`src/hdl/cordic_pkg.sv`:
```
`default_nettype none

package cordic_pkg;

	////////////////////////////////////////
	// Word format and iteration count.

	localparam int WORD_W = 32;            // Binary32 word.
	localparam int EXP_W  = 8;             // Biased exponent field.
	localparam int MAN_W  = 23;            // Fraction field without the hidden bit.
	localparam int ITER_N = 32;            // One iteration per bit of the word.
	localparam int ITER_W = 5;             // Enough to count ITER_N iterations.

	typedef logic [WORD_W-1:0] word_t;
	typedef logic [ITER_W-1:0] iter_t;

	// Names the variable whose update is in flight on the adder.
	typedef logic [1:0] var_t;

	localparam var_t VAR_X = 2'd0;
	localparam var_t VAR_Y = 2'd1;
	localparam var_t VAR_Z = 2'd2;

	////////////////////////////////////////
	// Start values and the arctangent table.

	localparam word_t X_INIT = 32'h3f1b74ee;   // Inverse CORDIC gain, about 0.6072529.
	localparam word_t Y_INIT = 32'h00000000;   // Y starts at zero.

	// Entry i is arctan(2^-i). From i = 12 on the table is simply 2^-i.
	localparam word_t ATAN_LUT [ITER_N] = '{
		32'h3f490fdb, 32'h3eed6338, 32'h3e7adbb0, 32'h3dfeadd5,
		32'h3d7faade, 32'h3cffeaae, 32'h3c7ffaab, 32'h3bfffeab,
		32'h3b7fffab, 32'h3affffeb, 32'h3a7ffffb, 32'h39ffffff,
		32'h39800000, 32'h39000000, 32'h38800000, 32'h38000000,
		32'h37800000, 32'h37000000, 32'h36800000, 32'h36000000,
		32'h35800000, 32'h35000000, 32'h34800000, 32'h34000000,
		32'h33800000, 32'h33000000, 32'h32800000, 32'h32000000,
		32'h31800000, 32'h31000000, 32'h30800000, 32'h30000000
	};

	////////////////////////////////////////
	// Region flag from the host.

	// Tells in which quadrant the original angle lay before it was folded.
	typedef logic [1:0] region_t;

	localparam region_t REGION_NONE = 2'b00;   // Angle already inside the CORDIC range.
	localparam region_t REGION_1    = 2'b01;
	localparam region_t REGION_2    = 2'b10;
	localparam region_t REGION_3    = 2'b11;

endpackage

`default_nettype wire
```
`src/hdl/cordic_coprocessor.sv`:
```
`timescale 1ns/10ps
`default_nettype none

module cordic_coprocessor
(
	input  logic                clk,                // System clock.
	input  logic                rst,                // Synchronous reset, active high.
	input  logic                beg_fsm_cordic,     // Start pulse from the host.
	input  logic                ack_cordic,         // Host has taken the result.
	input  logic                operation,          // 1 for sine, 0 for cosine.
	input  logic                ready_add_subt,     // Adder result is valid.
	input  cordic_pkg::word_t   data_in,            // Angle in radians.
	input  cordic_pkg::region_t shift_region_flag,  // Quadrant of the original angle.
	input  cordic_pkg::word_t   result_add_subt,    // Sum or difference from the adder.
	output logic                ready_cordic,       // Result is held on data_output.
	output logic                beg_add_subt,       // Starts one adder operation.
	output logic                ack_add_subt,       // Adder result was captured.
	output logic                op_add_subt,        // 0 adds, 1 subtracts.
	output cordic_pkg::word_t   add_subt_data_a,
	output cordic_pkg::word_t   add_subt_data_b,
	output cordic_pkg::word_t   data_output         // Final sine or cosine.
);
	import cordic_pkg::*;

	////////////////////////////////////////
	// Control from the FSM to the datapath.

	logic  load_init;      // Start edge.
	logic  load_work;      // Working registers take a new set.
	logic  sel_iterate;    // Working set comes from the last iteration.
	logic  load_operands;  // Shifted words, table entry and sign are sampled.
	logic  load_result;    // Adder result goes to the register of cur_var.
	logic  load_out;       // Raw result is selected.
	logic  load_final;     // Sign corrected result is stored.
	var_t  cur_var;
	iter_t iter;

	// Datapath values between the stages.
	word_t x_work;
	word_t y_work;
	word_t z_work;
	word_t x_new;
	word_t y_new;

	cordic_fsm cordic_fsm_i
	(
		.clk            (clk),
		.rst            (rst),
		.beg_fsm_cordic (beg_fsm_cordic),
		.ack_cordic     (ack_cordic),
		.ready_add_subt (ready_add_subt),
		.ready_cordic   (ready_cordic),
		.beg_add_subt   (beg_add_subt),
		.ack_add_subt   (ack_add_subt),
		.load_init      (load_init),
		.load_work      (load_work),
		.sel_iterate    (sel_iterate),
		.load_operands  (load_operands),
		.load_result    (load_result),
		.load_out       (load_out),
		.load_final     (load_final),
		.cur_var        (cur_var),
		.iter           (iter)
	);

	cordic_var_regs cordic_var_regs_i
	(
		.clk             (clk),
		.rst             (rst),
		.load_init       (load_init),
		.load_work       (load_work),
		.sel_iterate     (sel_iterate),
		.load_result     (load_result),
		.cur_var         (cur_var),
		.data_in         (data_in),
		.result_add_subt (result_add_subt),
		.x_work          (x_work),
		.y_work          (y_work),
		.z_work          (z_work),
		.x_new           (x_new),
		.y_new           (y_new)
	);

	cordic_operand_sel cordic_operand_sel_i
	(
		.clk             (clk),
		.rst             (rst),
		.load_operands   (load_operands),
		.cur_var         (cur_var),
		.iter            (iter),
		.x_work          (x_work),
		.y_work          (y_work),
		.z_work          (z_work),
		.add_subt_data_a (add_subt_data_a),
		.add_subt_data_b (add_subt_data_b),
		.op_add_subt     (op_add_subt)
	);

	cordic_output_stage cordic_output_stage_i
	(
		.clk               (clk),
		.rst               (rst),
		.operation         (operation),
		.shift_region_flag (shift_region_flag),
		.load_init         (load_init),
		.load_out          (load_out),
		.load_final        (load_final),
		.x_new             (x_new),
		.y_new             (y_new),
		.data_output       (data_output)
	);

endmodule

`default_nettype wire

```
`src/hdl/cordic_output_stage.sv`:
```
`timescale 1ns/10ps
`default_nettype none

module cordic_output_stage
(
	input  logic                clk,
	input  logic                rst,
	input  logic                operation,
	input  cordic_pkg::region_t shift_region_flag,
	input  logic                load_init,
	input  logic                load_out,
	input  logic                load_final,
	input  cordic_pkg::word_t   x_new,
	input  cordic_pkg::word_t   y_new,
	output cordic_pkg::word_t   data_output
);
	import cordic_pkg::*;

	logic    op_q;       // Sine when set.
	region_t region_q;
	word_t   res_q;      // Result before the sign correction.
	logic    negate;

	// The request is held for the whole computation.
	always_ff @(posedge clk)
	begin
		if (rst)
		begin
			op_q     <= 1'b0;
			region_q <= REGION_NONE;
		end
		else if (load_init)
		begin
			op_q     <= operation;
			region_q <= shift_region_flag;
		end
	end

	always_ff @(posedge clk)
	begin
		if (rst)
			res_q <= '0;
		else if (load_out)
			res_q <= op_q ? y_new : x_new;   // Y holds the sine, X the cosine.
	end

	// Cosine is negative in regions 1 and 2, sine in regions 2 and 3.
	assign negate = op_q ? (region_q == REGION_2 || region_q == REGION_3)
	                     : (region_q == REGION_1 || region_q == REGION_2);

	always_ff @(posedge clk)
	begin
		if (rst)
			data_output <= '0;
		else if (load_final)
			data_output <= {res_q[WORD_W-1] ^ negate, res_q[WORD_W-2:0]};
	end

endmodule

`default_nettype wire

```
`src/hdl/cordic_operand_sel.sv`:
```
`timescale 1ns/10ps
`default_nettype none

module cordic_operand_sel
(
	input  logic              clk,
	input  logic              rst,
	input  logic              load_operands,
	input  cordic_pkg::var_t  cur_var,
	input  cordic_pkg::iter_t iter,
	input  cordic_pkg::word_t x_work,
	input  cordic_pkg::word_t y_work,
	input  cordic_pkg::word_t z_work,
	output cordic_pkg::word_t add_subt_data_a,
	output cordic_pkg::word_t add_subt_data_b,
	output logic              op_add_subt
);
	import cordic_pkg::*;

	word_t x_sh_q;    // 2^-i times X.
	word_t y_sh_q;    // 2^-i times Y.
	word_t lut_q;     // arctan(2^-i).
	logic  sign_q;    // Direction d, the sign of the working Z.

	// Multiplies by 2^-n through the exponent field. Zero, and anything
	// that would underflow, becomes plus zero.
	function automatic word_t shift_word(input word_t w, input iter_t n);
		logic [EXP_W-1:0] e;
		e = w[WORD_W-2 -: EXP_W];
		if (e == '0 || e <= EXP_W'(n))
			return '0;
		return {w[WORD_W-1], e - EXP_W'(n), w[MAN_W-1:0]};
	endfunction

	////////////////////////////////////////
	// Operand registers, loaded once per iteration.

	always_ff @(posedge clk)
	begin
		if (rst)
		begin
			x_sh_q <= '0;
			y_sh_q <= '0;
			lut_q  <= '0;
			sign_q <= 1'b0;
		end
		else if (load_operands)
		begin
			x_sh_q <= shift_word(x_work, iter);
			y_sh_q <= shift_word(y_work, iter);
			lut_q  <= ATAN_LUT[iter];
			sign_q <= z_work[WORD_W-1];
		end
	end

	////////////////////////////////////////
	// Adder operands and operation.

	// With d set, X adds, Y subtracts and Z adds. Otherwise each is reversed.
	always_comb
	begin
		add_subt_data_a = '0;
		add_subt_data_b = '0;
		op_add_subt     = 1'b0;
		case (cur_var)
			VAR_X:
			begin
				add_subt_data_a = x_work;
				add_subt_data_b = y_sh_q;
				op_add_subt     = ~sign_q;
			end
			VAR_Y:
			begin
				add_subt_data_a = y_work;
				add_subt_data_b = x_sh_q;
				op_add_subt     = sign_q;
			end
			VAR_Z:
			begin
				add_subt_data_a = z_work;
				add_subt_data_b = lut_q;
				op_add_subt     = ~sign_q;
			end
			default: ;   // Unused code, operands stay zero.
		endcase
	end

endmodule

`default_nettype wire

```
`src/hdl/cordic_var_regs.sv`:
```
`timescale 1ns/10ps
`default_nettype none

module cordic_var_regs
(
	input  logic              clk,
	input  logic              rst,
	input  logic              load_init,
	input  logic              load_work,
	input  logic              sel_iterate,
	input  logic              load_result,
	input  cordic_pkg::var_t  cur_var,
	input  cordic_pkg::word_t data_in,
	input  cordic_pkg::word_t result_add_subt,
	output cordic_pkg::word_t x_work,
	output cordic_pkg::word_t y_work,
	output cordic_pkg::word_t z_work,
	output cordic_pkg::word_t x_new,
	output cordic_pkg::word_t y_new
);
	import cordic_pkg::*;

	word_t z_init_q;   // Angle of the running computation.
	word_t z_new;      // Z after the last completed update.

	// The angle is the only start value that differs between computations.
	always_ff @(posedge clk)
	begin
		if (rst)
			z_init_q <= '0;
		else if (load_init)
			z_init_q <= data_in;   // The angle is the start value of Z.
	end

	// The working set stays frozen for a whole iteration, so all three
	// updates see the values from before it.
	always_ff @(posedge clk)
	begin
		if (rst)
		begin
			x_work <= '0;
			y_work <= '0;
			z_work <= '0;
		end
		else if (load_work)
		begin
			x_work <= sel_iterate ? x_new : X_INIT;
			y_work <= sel_iterate ? y_new : Y_INIT;
			z_work <= sel_iterate ? z_new : z_init_q;
		end
	end

	// Only the register of the variable in flight takes the adder result.
	always_ff @(posedge clk)
	begin
		if (rst)
		begin
			x_new <= '0;
			y_new <= '0;
			z_new <= '0;
		end
		else if (load_result)
		begin
			case (cur_var)
				VAR_X: x_new <= result_add_subt;
				VAR_Y: y_new <= result_add_subt;
				VAR_Z: z_new <= result_add_subt;
				default: ;   // No fourth variable.
			endcase
		end
	end

endmodule

`default_nettype wire

```
`src/hdl/cordic_fsm.sv`:
```
`timescale 1ns/10ps
`default_nettype none

module cordic_fsm
(
	input  logic              clk,
	input  logic              rst,
	input  logic              beg_fsm_cordic,
	input  logic              ack_cordic,
	input  logic              ready_add_subt,
	output logic              ready_cordic,
	output logic              beg_add_subt,
	output logic              ack_add_subt,
	output logic              load_init,
	output logic              load_work,
	output logic              sel_iterate,
	output logic              load_operands,
	output logic              load_result,
	output logic              load_out,
	output logic              load_final,
	output cordic_pkg::var_t  cur_var,
	output cordic_pkg::iter_t iter
);
	import cordic_pkg::*;

	typedef enum logic [3:0]
	{
		S_IDLE,
		S_LOAD,       // Working registers are loaded.
		S_FETCH,      // Shifted operands and table entry are sampled.
		S_REQUEST,    // One adder request.
		S_WAIT,       // Waits as long as the adder needs.
		S_CAPTURE,    // Waits for the adder to drop ready.
		S_NEXT_VAR,
		S_NEXT_ITER,
		S_OUTPUT,
		S_DONE
	} state_t;

	state_t state;
	state_t state_next;
	logic   start;       // Start pulse accepted.
	logic   last_iter;   // Counter is on the final iteration.

	assign start     = (state == S_IDLE) && beg_fsm_cordic;  // Ignored when busy.
	assign last_iter = (iter == iter_t'(ITER_N - 1));

	////////////////////////////////////////
	// State sequencing.

	always_ff @(posedge clk)
	begin
		if (rst)
			state <= S_IDLE;
		else
			state <= state_next;
	end

	always_comb
	begin
		state_next = state;
		case (state)
			S_IDLE:
				if (beg_fsm_cordic)
					state_next = S_LOAD;
			S_LOAD:
				state_next = S_FETCH;
			S_FETCH:
				state_next = S_REQUEST;
			S_REQUEST:
				state_next = S_WAIT;
			S_WAIT:
				// The last Z update ends the loop straight away.
				if (ready_add_subt && cur_var == VAR_Z && last_iter)
					state_next = S_OUTPUT;
				else if (ready_add_subt)
					state_next = S_CAPTURE;
			S_CAPTURE:
				if (!ready_add_subt)
					state_next = S_NEXT_VAR;
			S_NEXT_VAR:
				if (cur_var == VAR_Z)
					state_next = S_NEXT_ITER;
				else
					state_next = S_REQUEST;
			S_NEXT_ITER:
				state_next = S_LOAD;
			S_OUTPUT:
				state_next = S_DONE;
			S_DONE:
				if (ready_cordic && ack_cordic)
					state_next = S_IDLE;   // Back to idle one cycle after the ack.
			default:
				state_next = S_IDLE;
		endcase
	end

	////////////////////////////////////////
	// Strobes decoded from the state.

	assign load_init     = start;
	assign load_work     = (state == S_LOAD);
	assign sel_iterate   = (iter != '0);   // Only iteration zero starts from the initial set.
	assign load_operands = (state == S_FETCH);
	assign beg_add_subt  = (state == S_REQUEST);
	assign ack_add_subt  = (state == S_WAIT) && ready_add_subt;  // Same cycle as the capture.
	assign load_result   = (state == S_WAIT) && ready_add_subt;
	assign load_out      = (state == S_OUTPUT);

	// The corrected word is stored one cycle after the raw select.
	always_ff @(posedge clk)
	begin
		if (rst)
			load_final <= 1'b0;
		else
			load_final <= load_out;
	end

	// Ready rises together with data_output and holds until the host acks.
	always_ff @(posedge clk)
	begin
		if (rst)
			ready_cordic <= 1'b0;
		else if (load_final)
			ready_cordic <= 1'b1;
		else if (ack_cordic)
			ready_cordic <= 1'b0;
	end

	////////////////////////////////////////
	// Iteration and variable counters.

	always_ff @(posedge clk)
	begin
		if (rst || start)
			iter <= '0;
		else if (state == S_NEXT_ITER)
			iter <= iter + 1'b1;   // Counts up through the iterations.
	end

	always_ff @(posedge clk)
	begin
		if (rst || start)
			cur_var <= VAR_X;
		else if (state == S_NEXT_VAR)
		begin
			// X, then Y, then Z, then X again for the next iteration.
			if (cur_var == VAR_Z)
				cur_var <= VAR_X;
			else
				cur_var <= cur_var + 2'd1;
		end
	end

endmodule

`default_nettype wire

```
`config.mk`:
```
export PLATFORM = sky130hd
export DESIGN_NAME = cordic_coprocessor
export DESIGN_NICKNAME = d
export VERILOG_FILES = /design/src/hdl/cordic_pkg.sv /design/src/hdl/cordic_coprocessor.sv /design/src/hdl/cordic_output_stage.sv /design/src/hdl/cordic_operand_sel.sv /design/src/hdl/cordic_var_regs.sv /design/src/hdl/cordic_fsm.sv
export SDC_FILE = /design/constraint.sdc
export NUM_CORES = 1
export LEC_CHECK = 0
export BUFFER_PORTS_ARGS = -buffer_cell sky130_fd_sc_hd__buf_2
export CAP_MARGIN = 5
export CORE_MARGIN = 5
export CORE_UTILIZATION = 50
export DETAILED_ROUTE_END_ITERATION = 8
export GPL_ROUTABILITY_DRIVEN = 0
export GPL_TIMING_DRIVEN = 0
export PLACE_DENSITY_LB_ADDON = 0.15
export REMOVE_ABC_BUFFERS = 1
export SETUP_SLACK_MARGIN = 0.02
export SLEW_MARGIN = 0
export SYNTH_ARGS = -nofsm -noshare
export SYNTH_HDL_FRONTEND = slang
export SYNTH_SLANG_ARGS = --single-unit
export TNS_END_PERCENT = 50
```
`constraint.sdc`:
```
create_clock -name clk -period 2.5 [get_ports clk]
set_input_delay 0.25 -clock clk [delete_from_list [all_inputs] [get_ports clk]]
set_output_delay 0.25 -clock clk [all_outputs]
set_load 0.05 [all_outputs]
```
==> reports/metrics.yaml, run 1 <==
status: "finished clean"
yosys_warnings: 0
numClockSinks: 391
clkTransAtPathRegs_ns: 0.06
core_mm2: 0.03262
crit_required_ns: 2.25
synth_top_family_by_area: "compound AO/OA/AOI/OAI gates"
finalSetupTns_ns: 0
antenna_found_initial: 0
drt_iter0_drc: 1126
synth_xor_area_share_pct: 0.4770
cts-root-buf: "clkbuf_16"
min_path_type: "in -> reg"
diodes: 0
h-tree-depth: 2
area_growth_syn_to_layout_pct: 23.02
clock.fmax_mhz: 416.2
die_area_mm2: 0.03679
finClkSkew_ns: 0.01085
fin_nets: 2206
cp-start-kind: "flop"
min_period_ns: 2.403
dpl_cell_area_mm2: 0.01796
path_max_fanout: 27
crit_path_end_kind: "primary output"
placedCellCount: 2425
power_density_mw_per_mm2: 726.7
insertion_delay_ns: 0.53
yosys_most_used_dff: "dfxtp_1"
synth-compound-area-share_pct: 18.23
drive_gt1_share_pct: 16.09
grt_pass1_vias: 13900
use_met2_pct: 43.38
cellLeakagePower_nw: 7.584
ys_seq_elements: 391
synth_area_mm2: 0.01653
ys_async_sr_fraction_pct: 0
vias: 14720
synth.avg_cell_area_um2: 8.518
hold_viol: 0
synth-adder-area-share_pct: 1.757
ioPinCount: 172
maxCapViolCount: 0
routed_wirelength_um: 50600
drt-vias-per-instance: 5.691
initial_core_util_pct: 50.66
synth_edf_count: 0
final_cell_area_mm2: 0.02033
grtUsageMet1_pct: 37.39
critPathArrivalTime_ns: 2.15
die_h_um: 191.8
grt_max_degree: 161
post-route-period-util_pct: 96.11
layout.cells.non_filler: 2586
muxShareOfSynthArea_pct: 10.24
fp.dieW_um: 191.8
ant_nets: 0
setup_ws_ns: 0.09736
grt-busiest-layer: "met2"
dr.pass1.iters: 5
seq_area_frac_synth_pct: 47.37
drc: 0
grt_overflow: 0
path_class: "reg -> out"
drv_slew: 0
port_buffers: 171
grtUsageMet3_pct: 3.617
wire_per_inst_um: 19.57
grt_util_all_layers_pct: 26.66
rows: 66
synth-simple-area-share_pct: 17.07
synthesis.instances: 1940
cts.path.max_buffers: 3
cts_buffers: 42
cts_tree: "done"
pre_cts_ws_ns: -1.104
reg2reg_slack_ns: 0.1
dp_hpwl_um: 31010
synth_cell_types: 63
peakVddDrop_uv: 479.9
p_total_mw: 14.77
rsz0062_at_grt: "false"
setup-violations-final: 0
grt_pass1_wl_um: 77950
maxSlewHeadroom_pct: 46.29
fill_cells: 2858
tightestPinTransition_ns: 0.8056
repair_timing:
| item | CTS | global route |
|---|---|---|
| hold buffers | 66 | 0 |
| resized for setup | 22 | 12 |
| setup buffers | 11 | 5 |
| gates cloned | 1 | 2 |
| setup endpoints to repair | 183 | 98 |
| endpoints found under the hold margin | 129 | 0 |
| pin swaps | 5 | 4 |
synth_stat cells, types with 2 or more instances:
cell type    n  share of area (%)
xnor2_1      5               0.26
or4_1        3               0.14
nor2_1     244                5.5
ha_1        20                1.5
a22oi_2      4               0.30
a211oi_1    70                3.2
buf_6        6               0.41
nor3_1      20               0.61
a221oi_1     3               0.16
o21a_1       5               0.23
nand2_1    386                8.8
a21o_1       3               0.14
fa_1         2               0.24
nand2b_1     5               0.19
o22ai_1     38                1.4
or3_1        3               0.11
a22oi_1     77                3.5
clkbuf_1    79                1.8
buf_2       57                1.7
a21oi_1    168                5.1
nor4_1       2              0.076
buf_1       10               0.23
nor2b_1      8               0.30
o31a_1       2               0.11
nand4_1      2              0.076
inv_1       16               0.36
o21ai_0     58                1.8
a2bb2oi_1   25                1.3
dfxtp_1    391                 47
and2_1       3               0.11
a22o_1       2               0.11
buf_4        7               0.32
nand3_1     12               0.36
mux2i_1    169                 10
and3_1       2              0.076
o311ai_0     3               0.16
xor2_1       4               0.21
per-stage QoR:
stage | util (%) | hold WS [ns]
after floorplan | - | 0.3191
after global placement | 52.70 | 0.4409
after detailed placement | 55.06 | 0.4458
after CTS | 62.05 | 0.01463
after global routing | 62.33 | 0.01709
final | 62.33 | 0.01945
per-layer routing:
| layer | vias up | wire length, um |
|---|---|---|
| met1 | 7044 | 22450 |
| met4 | 0 | 1295 |
| li1 | 7068 | - |
| met5 | - | 0 |
| met2 | 523 | 23640 |
| met3 | 83 | 3213 |
layout make-up:
class,instances,area (um2),share of cell area (%)
repair buffers,286,2401,11.81
multi-input cells,1375,8044,39.57
clock buffers,59,1216,5.982
well taps,442,553.0,2.720
flip-flops and latches,391,7854,38.63
clock inverters,17,195.2,0.9601
inverters,16,67.56,0.3323
final timing paths:
check / startpoint / end / depth (start not counted)
hold / removal: ack_cordic / cordic_fsm_i.ready_cordic / 4
hold reg to reg: cordic_operand_sel_i.x_sh_q[23] / cordic_operand_sel_i.x_sh_q[23] / 2
setup reg to reg: cordic_fsm_i.iter[2] / cordic_operand_sel_i.y_sh_q[18] / 9
setup / recovery: cordic_fsm_i.cur_var[1] / add_subt_data_b[16] / 5
flip-flops by register name (all words and copies together) (netlist names), 2 cells and up:
register	count
cordic_fsm_i.cur_var	2
cordic_fsm_i.iter	5
cordic_fsm_i.state	4
cordic_operand_sel_i.lut_q	22
cordic_operand_sel_i.x_sh_q	32
cordic_operand_sel_i.y_sh_q	32
cordic_output_stage_i.data_output	32
cordic_output_stage_i.region_q	2
cordic_output_stage_i.res_q	32
cordic_var_regs_i.x_new	32
cordic_var_regs_i.x_work	32
cordic_var_regs_i.y_new	32
cordic_var_regs_i.y_work	32
cordic_var_regs_i.z_init_q	32
cordic_var_regs_i.z_new	32
cordic_var_regs_i.z_work	32
power by group:
group          internal, mW  switching (mW)
sequential             6.45           0.167
combinational         0.701            1.12
clock                  3.81            2.53
worst max-delay path: stages (launching register included):
cell and delay [ns]:
dfxtp_4 0.49, nor2b_4 0.23, buf_12 0.23, nand2_1 0.12, o21ai_0 0.18, buf_2 0.34
kinds of logic after synthesis:
logic type | after synthesis
AOI/OAI and AO/OA | 471
xor gates and xnor gates | 9
adders and majority gates | 22
buffers and inverters | 176
DFF | 391
muxes | 169
and+or+nand+nor | 702
placed cells by master (no fill, tap or decap), types with 17 or more instances in the layout:
cell type,count
a2bb2oi_1,25
clkbuf_16,44
dfxtp_1,380
a211oi_1,69
o22ai_1,38
nor2_1,243
ha_1,17
a21oi_1,167
nand2_1,381
nor3_1,19
buf_2,166
dlygate4sd3_1,66
o21ai_0,58
mux2i_1,169
a22oi_1,76
Power figures use the tool's default switching activity.
==> inputs of run 2 (changes only) <==
- CTS_BUF_LIST: default -> sky130_fd_sc_hd__clkbuf_2 sky130_fd_sc_hd__clkbuf_4 sky130_fd_sc_hd__clkbuf_8
- HOLD_SLACK_MARGIN: default -> 0.12
==> reports/metrics.yaml, run 2 (synthesis gave the netlist of run 1 again) <==
status: "finished clean"
tightestPinTransition_ns: 0.8002  # -0.005363 ns
drv_slew: 0  # unchanged
r2r_end: "cordic_operand_sel_i.x_sh_q[27]"
ff2ff_path_depth: 9  # unchanged
cts.path.max_buffers: 3  # unchanged
diodes: 0  # unchanged
h-tree-depth: 3  # +1
drt-vias-per-instance: 5.646  # -0.80%
final_common_cell: "nand2_1"
worstReg2RegStart: "cordic_fsm_i.iter[4]"
fill_cells: 2839  # -0.66%
reg2reg_slack_ns: 0.09  # about the same
placedCellCount: 2425  # unchanged
cts_tree: "done"
cts-root-buf: "clkbuf_8"
drc: 0  # unchanged
crit_required_ns: 2.25  # about the same
numClockSinks: 391  # unchanged
grt_overflow: 0  # unchanged
drive_gt1_share_pct: 18.29  # +2.2 points
seq_area_mm2: 0.007858  # about the same
wire_per_inst_um: 19.60  # +0.15%
setup_ws_ns: 0.08629  # -0.01107 ns
ant_nets: 0  # unchanged
hold_viol: 0  # unchanged
cts_buffers: 66  # +57%
path_max_fanout: 27  # unchanged
crit_start: "cordic_fsm_i.cur_var[1]"
final_cell_area_mm2: 0.02048  # +0.71%
min_path_type: "in -> reg"
hold_slack_ns: 0.1727  # +0.1533 ns
grt_pass1_vias: 14170  # +1.9%
routed_wirelength_um: 51620  # +2.0%
clock.fmax_mhz: 414.3  # -0.46%
drt_iter0_drc: 1136  # +0.89%
crit_path_end: "add_subt_data_b[16]"
multi_input_area_mm2: 0.008043  # about the same
path_class: "reg -> out"
dp_hpwl_um: 31010  # unchanged
antenna_found_initial: 0  # unchanged
area_growth_syn_to_layout_pct: 23.90
crit_path_end_kind: "primary output"
grt_pass1_wl_um: 79100  # +1.5%
setup-violations-final: 0  # unchanged
peakVddDrop_uv: 470.2  # -2.0%
fp.dieW_um: 191.8  # unchanged
rsz0062_at_grt: "true"
grt_util_all_layers_pct: 27.11  # +0.45 points
initial_core_util_pct: 50.66  # unchanged
maxSlewHeadroom_pct: 46.65  # +0.36 points
ioPinCount: 172  # unchanged
power_density_mw_per_mm2: 708.5  # -2.5%
clkTransAtPathRegs_ns: 0.06  # about the same
cellLeakagePower_nw: 7.691  # +1.4%
vias: 14870  # +1.0%
pre_cts_ws_ns: -1.104  # unchanged
die_h_um: 191.8  # unchanged
final_cell_mix: "nand2_1, dfxtp_1, nor2_1"
port_buffers: 171  # unchanged
die_area_mm2: 0.03679  # unchanged
dr.pass1.iters: 5  # unchanged
grt_max_degree: 161  # unchanged
fin_nets: 2242  # +1.6%
p_total_mw: 14.51  # -1.8%
dpl_cell_area_mm2: 0.01796  # unchanged
maxCapViolCount: 0  # unchanged
finClkSkew_ns: 0.03039  # +0.01954 ns
rows: 66  # unchanged
insertion_delay_ns: 0.58  # +0.05 ns
core_mm2: 0.03262  # unchanged
layout.cells.non_filler: 2634  # +1.9%
post-route-period-util_pct: 96.55  # +0.44 points
cp-start-kind: "flop"
min_period_ns: 2.414  # +0.01107 ns
critPathArrivalTime_ns: 2.16  # about the same
run 2: critical path, stage by stage, from the launching register on:
cell     delay, ns
dfxtp_4       0.48
nor2b_4       0.23
buf_12        0.22
nand2_1       0.13
o21ai_0       0.16
buf_2         0.34
run 2: power by group:
part	internal [mW]	total (mW)	switching, mW
Sequential	6.45	6.62	0.169
Combinational	0.756	1.91	1.15
Clock	3.40	5.99	2.59
run 2: worst min-delay path by stage:
| stage | startpoint | endpoint | slack (ns) | depth (start not counted) |
|---|---|---|---|---|
| detailed placement | cordic_var_regs_i.z_new[29] | cordic_var_regs_i.z_new[29] | 0.45 | 2 |
| global placement | cordic_operand_sel_i.y_sh_q[28] | cordic_operand_sel_i.y_sh_q[28] | 0.44 | 2 |
| global route | ready_add_subt | cordic_fsm_i.state[1] | 0.18 | 4 |
| CTS | ready_add_subt | cordic_fsm_i.state[1] | 0.13 | 4 |
| finish | ready_add_subt | cordic_fsm_i.state[1] | 0.17 | 4 |
| floorplan | rst | cordic_fsm_i.state[3] | 0.32 | 1 |
run 2: metrics by stage:
stage | TNS (ns) | util, %
4_1_cts | 0 | 62.24
5_1_grt | 0 | 62.77
6_report | 0 | 62.77
3_3_place_gp | -1955.38 | 52.70
3_5_place_dp | -63.31 | 55.06
2_1_floorplan | -529.18 | -
run 2: routing by layer:
metal,track usage (%),share of wire [%],vias to the layer above
li1,-,-,7133
met1,37.56,44,7101
met2,43.76,47,548
met3,4.126,7.1,89
met4,8.536,2.4,0
met5,0,0,-
run 2: timing repair:
action,CTS,global route
gates resized for setup,20,23
hold endpoints to repair,149,0
buffers inserted,15,10
hold buffers,69,0
gates cloned,1,2
endpoints found under the setup margin,193,91
pin swaps,5,6
run 2: area by class of cell:
cell class / instances / area share [%]
flip-flops and latches: 391 / 38.37
multi-input cells: 1374 / 39.28
repair buffers: 299 / 12.49
well taps: 442 / 2.701
clock inverters: 7 / 0.2566
inverters: 16 / 0.3605
clock buffers: 105 / 6.538
==> inputs of run 3 (changes only) <==
- clock period: 2.5 -> 2.3 ns (I/O delays scaled with it)
==> reports/metrics.yaml, run 3 (synthesis gave the netlist of run 1 again) <==
ioPinCount: 172  # unchanged
core_mm2: 0.03262  # unchanged
min_period_ns: 2.298
crit_path_end_kind: "flop"
cp_slowest_cell: "or4_4"
area_growth_syn_to_layout_pct: 27.48
wire_per_inst_um: 19.62  # about the same
cts_tree: "done"
worstPathCellList: "clkinvlp_4, ha_4, and4_1, a22oi_2, a21boi_4, buf_6, buf_16, or4_4, a21oi_2"
setup-violations-final: 0  # unchanged
crit_required_ns: 2.77  # +0.52 ns
whs_path_depth: 2  # -2
die_h_um: 191.8  # unchanged
status: "finished clean"
grt_max_degree: 161  # unchanged
fin_nets: 2272  # +1.3%
antenna_found_initial: 0  # unchanged
slowest_delay_ns: 0.48  # about the same
maxSlewHeadroom_pct: 46.15  # -0.50 points
power_density_mw_per_mm2: 756.9  # +6.8%
min_path_type: "in -> reg"
hold_viol: 0  # unchanged
insertion_delay_ns: 0.58  # about the same
final_common_cell: "nand2_1"
clock.fmax_mhz: 435.1
peakVddDrop_uv: 510.4  # +8.5%
grt_util_all_layers_pct: 27.57  # +0.46 points
final_cell_area_mm2: 0.02107  # +2.9%
final_cell_mix: "nand2_1, dfxtp_1, nor2_1"
finalSetupTns_ns: 0  # unchanged
cellLeakagePower_nw: 7.905  # +2.8%
setup_ws_ns: 0.001801  # -0.08449 ns
cts-root-buf: "clkbuf_8"
clkTransAtPathRegs_ns: 0.06  # about the same
vias: 14990  # +0.77%
crit_start: "cordic_fsm_i.iter[4]"
critPathArrivalTime_ns: 2.77  # +0.61 ns
pre_cts_ws_ns: -1.304  # -0.2000 ns
grt_overflow: 0  # unchanged
drive_gt1_share_pct: 20.34  # +2.0 points
cts_buffers: 66  # unchanged
h-tree-depth: 3  # unchanged
p_total_mw: 15.95  # +9.9%
path_max_fanout: 7  # -74%
path_class: "reg -> reg"
post-route-period-util_pct: 99.92
final_util_pct: 64.59  # +1.8 points
met2_length_um: 24500  # +1.2%
cp-start-kind: "flop"
die_area_mm2: 0.03679  # unchanged
routed_wirelength_um: 52260  # +1.2%
finClkSkew_ns: 0.02949  # -0.0009040 ns
port_buffers: 171  # unchanged
met1Wirelength_um: 22860  # +1.5%
cts.path.max_buffers: 3  # unchanged
hold_path_end: "cordic_var_regs_i.z_new[15]"
dr.pass1.iters: 5  # unchanged
grt_pass1_vias: 14350  # +1.2%
dpl_cell_area_mm2: 0.01796  # unchanged
drt-vias-per-instance: 5.625  # -0.36%
met3_length_um: 3608  # -1.1%
placedCellCount: 2425  # unchanged
rsz0062_at_grt: "true"
dp_hpwl_um: 31010  # unchanged
layout.cells.non_filler: 2664  # +1.1%
diodes: 0  # unchanged
top_layer: "met4"
initial_core_util_pct: 50.66  # unchanged
rows: 66  # unchanged
grt_pass1_wl_um: 80320  # +1.5%
maxCapViolCount: 0  # unchanged
numClockSinks: 391  # unchanged
fp.dieW_um: 191.8  # unchanged
drc: 0  # unchanged
tightestPinTransition_ns: 0.8078  # +0.007539 ns
ff2ff_path_depth: 9  # unchanged
r2r_end: "cordic_operand_sel_i.x_sh_q[27]"
drv_slew: 0  # unchanged
hold_slack_ns: 0.09384  # -0.07887 ns
hold_start: "rst"
ant_nets: 0  # unchanged
reg2reg_slack_ns: 0.002  # -0.08 ns
drt_iter0_drc: 1101  # -3.1%
worstReg2RegStart: "cordic_fsm_i.iter[4]"
-- run 3: cell types whose count changed in the layout (fill, tap and decap cells not counted), sizes merged --
cell | previous run | this run
buf | 226 | 237
dlygate4sd3 | 69 | 83
nand2b | 6 | 7
clkbuf | 109 | 113
-- run 3: worst max-delay path by stage --
| stage | to | slack [ns] | cells past startpoint |
|---|---|---|---|
| global placement | cordic_var_regs_i.z_new[17] | -8.54 | 4 |
| floorplan | cordic_var_regs_i.z_new[0] | -2.96 | 4 |
| detailed placement | cordic_var_regs_i.x_work[25] | -1.30 | 9 |
| CTS | cordic_var_regs_i.x_work[0] | -0.07 | 7 |
| global route | cordic_operand_sel_i.x_sh_q[27] | -0.04 | 9 |
| finish | cordic_operand_sel_i.x_sh_q[27] | 0.002 | 9 |
-- run 3: cell type report --
class                   instances  area, um2
clock buffers                 105       1339
clock inverters                 7      52.55
fillers                      2755      11550
inverters                      16      76.32
multi-input cells            1375       8258
flip-flops and latches        391       7864
well taps                     442      553.0
repair buffers                328       2925
-- run 3: critical path: cells and delay by family (launching register included) --
kind | cells | cell delay [ns]
AOI/OAI and AO/OA | 3 | 0.50
DFF | 1 | 0.37
adders and majority gates | 1 | 0.27
buffers and inverters | 3 | 0.42
and+or+nand+nor | 2 | 0.64
-- run 3: metal layers --
layer / vias up / global-route usage, %
met5: - / 0
met3: 87 / 4.126
met2: 546 / 44.59
li1: 7197 / -
met1: 7156 / 38.32
met4: 0 / 8.315
-- run 3: what timing repair did --
item | CTS | global route
pin swaps | 10 | 18
hold buffers | 82 | 1
setup endpoints to repair | 249 | 159
cloned | 3 | 1
buffers inserted | 26 | 14
endpoints found under the hold margin | 157 | 2
gates resized for setup | 62 | 71
-- run 3: power breakdown --
group / internal, mW / switching [mW]
sequential: 7.01 / 0.188
combinational: 0.929 / 1.30
clock: 3.69 / 2.83
total: 11.6 / 4.32
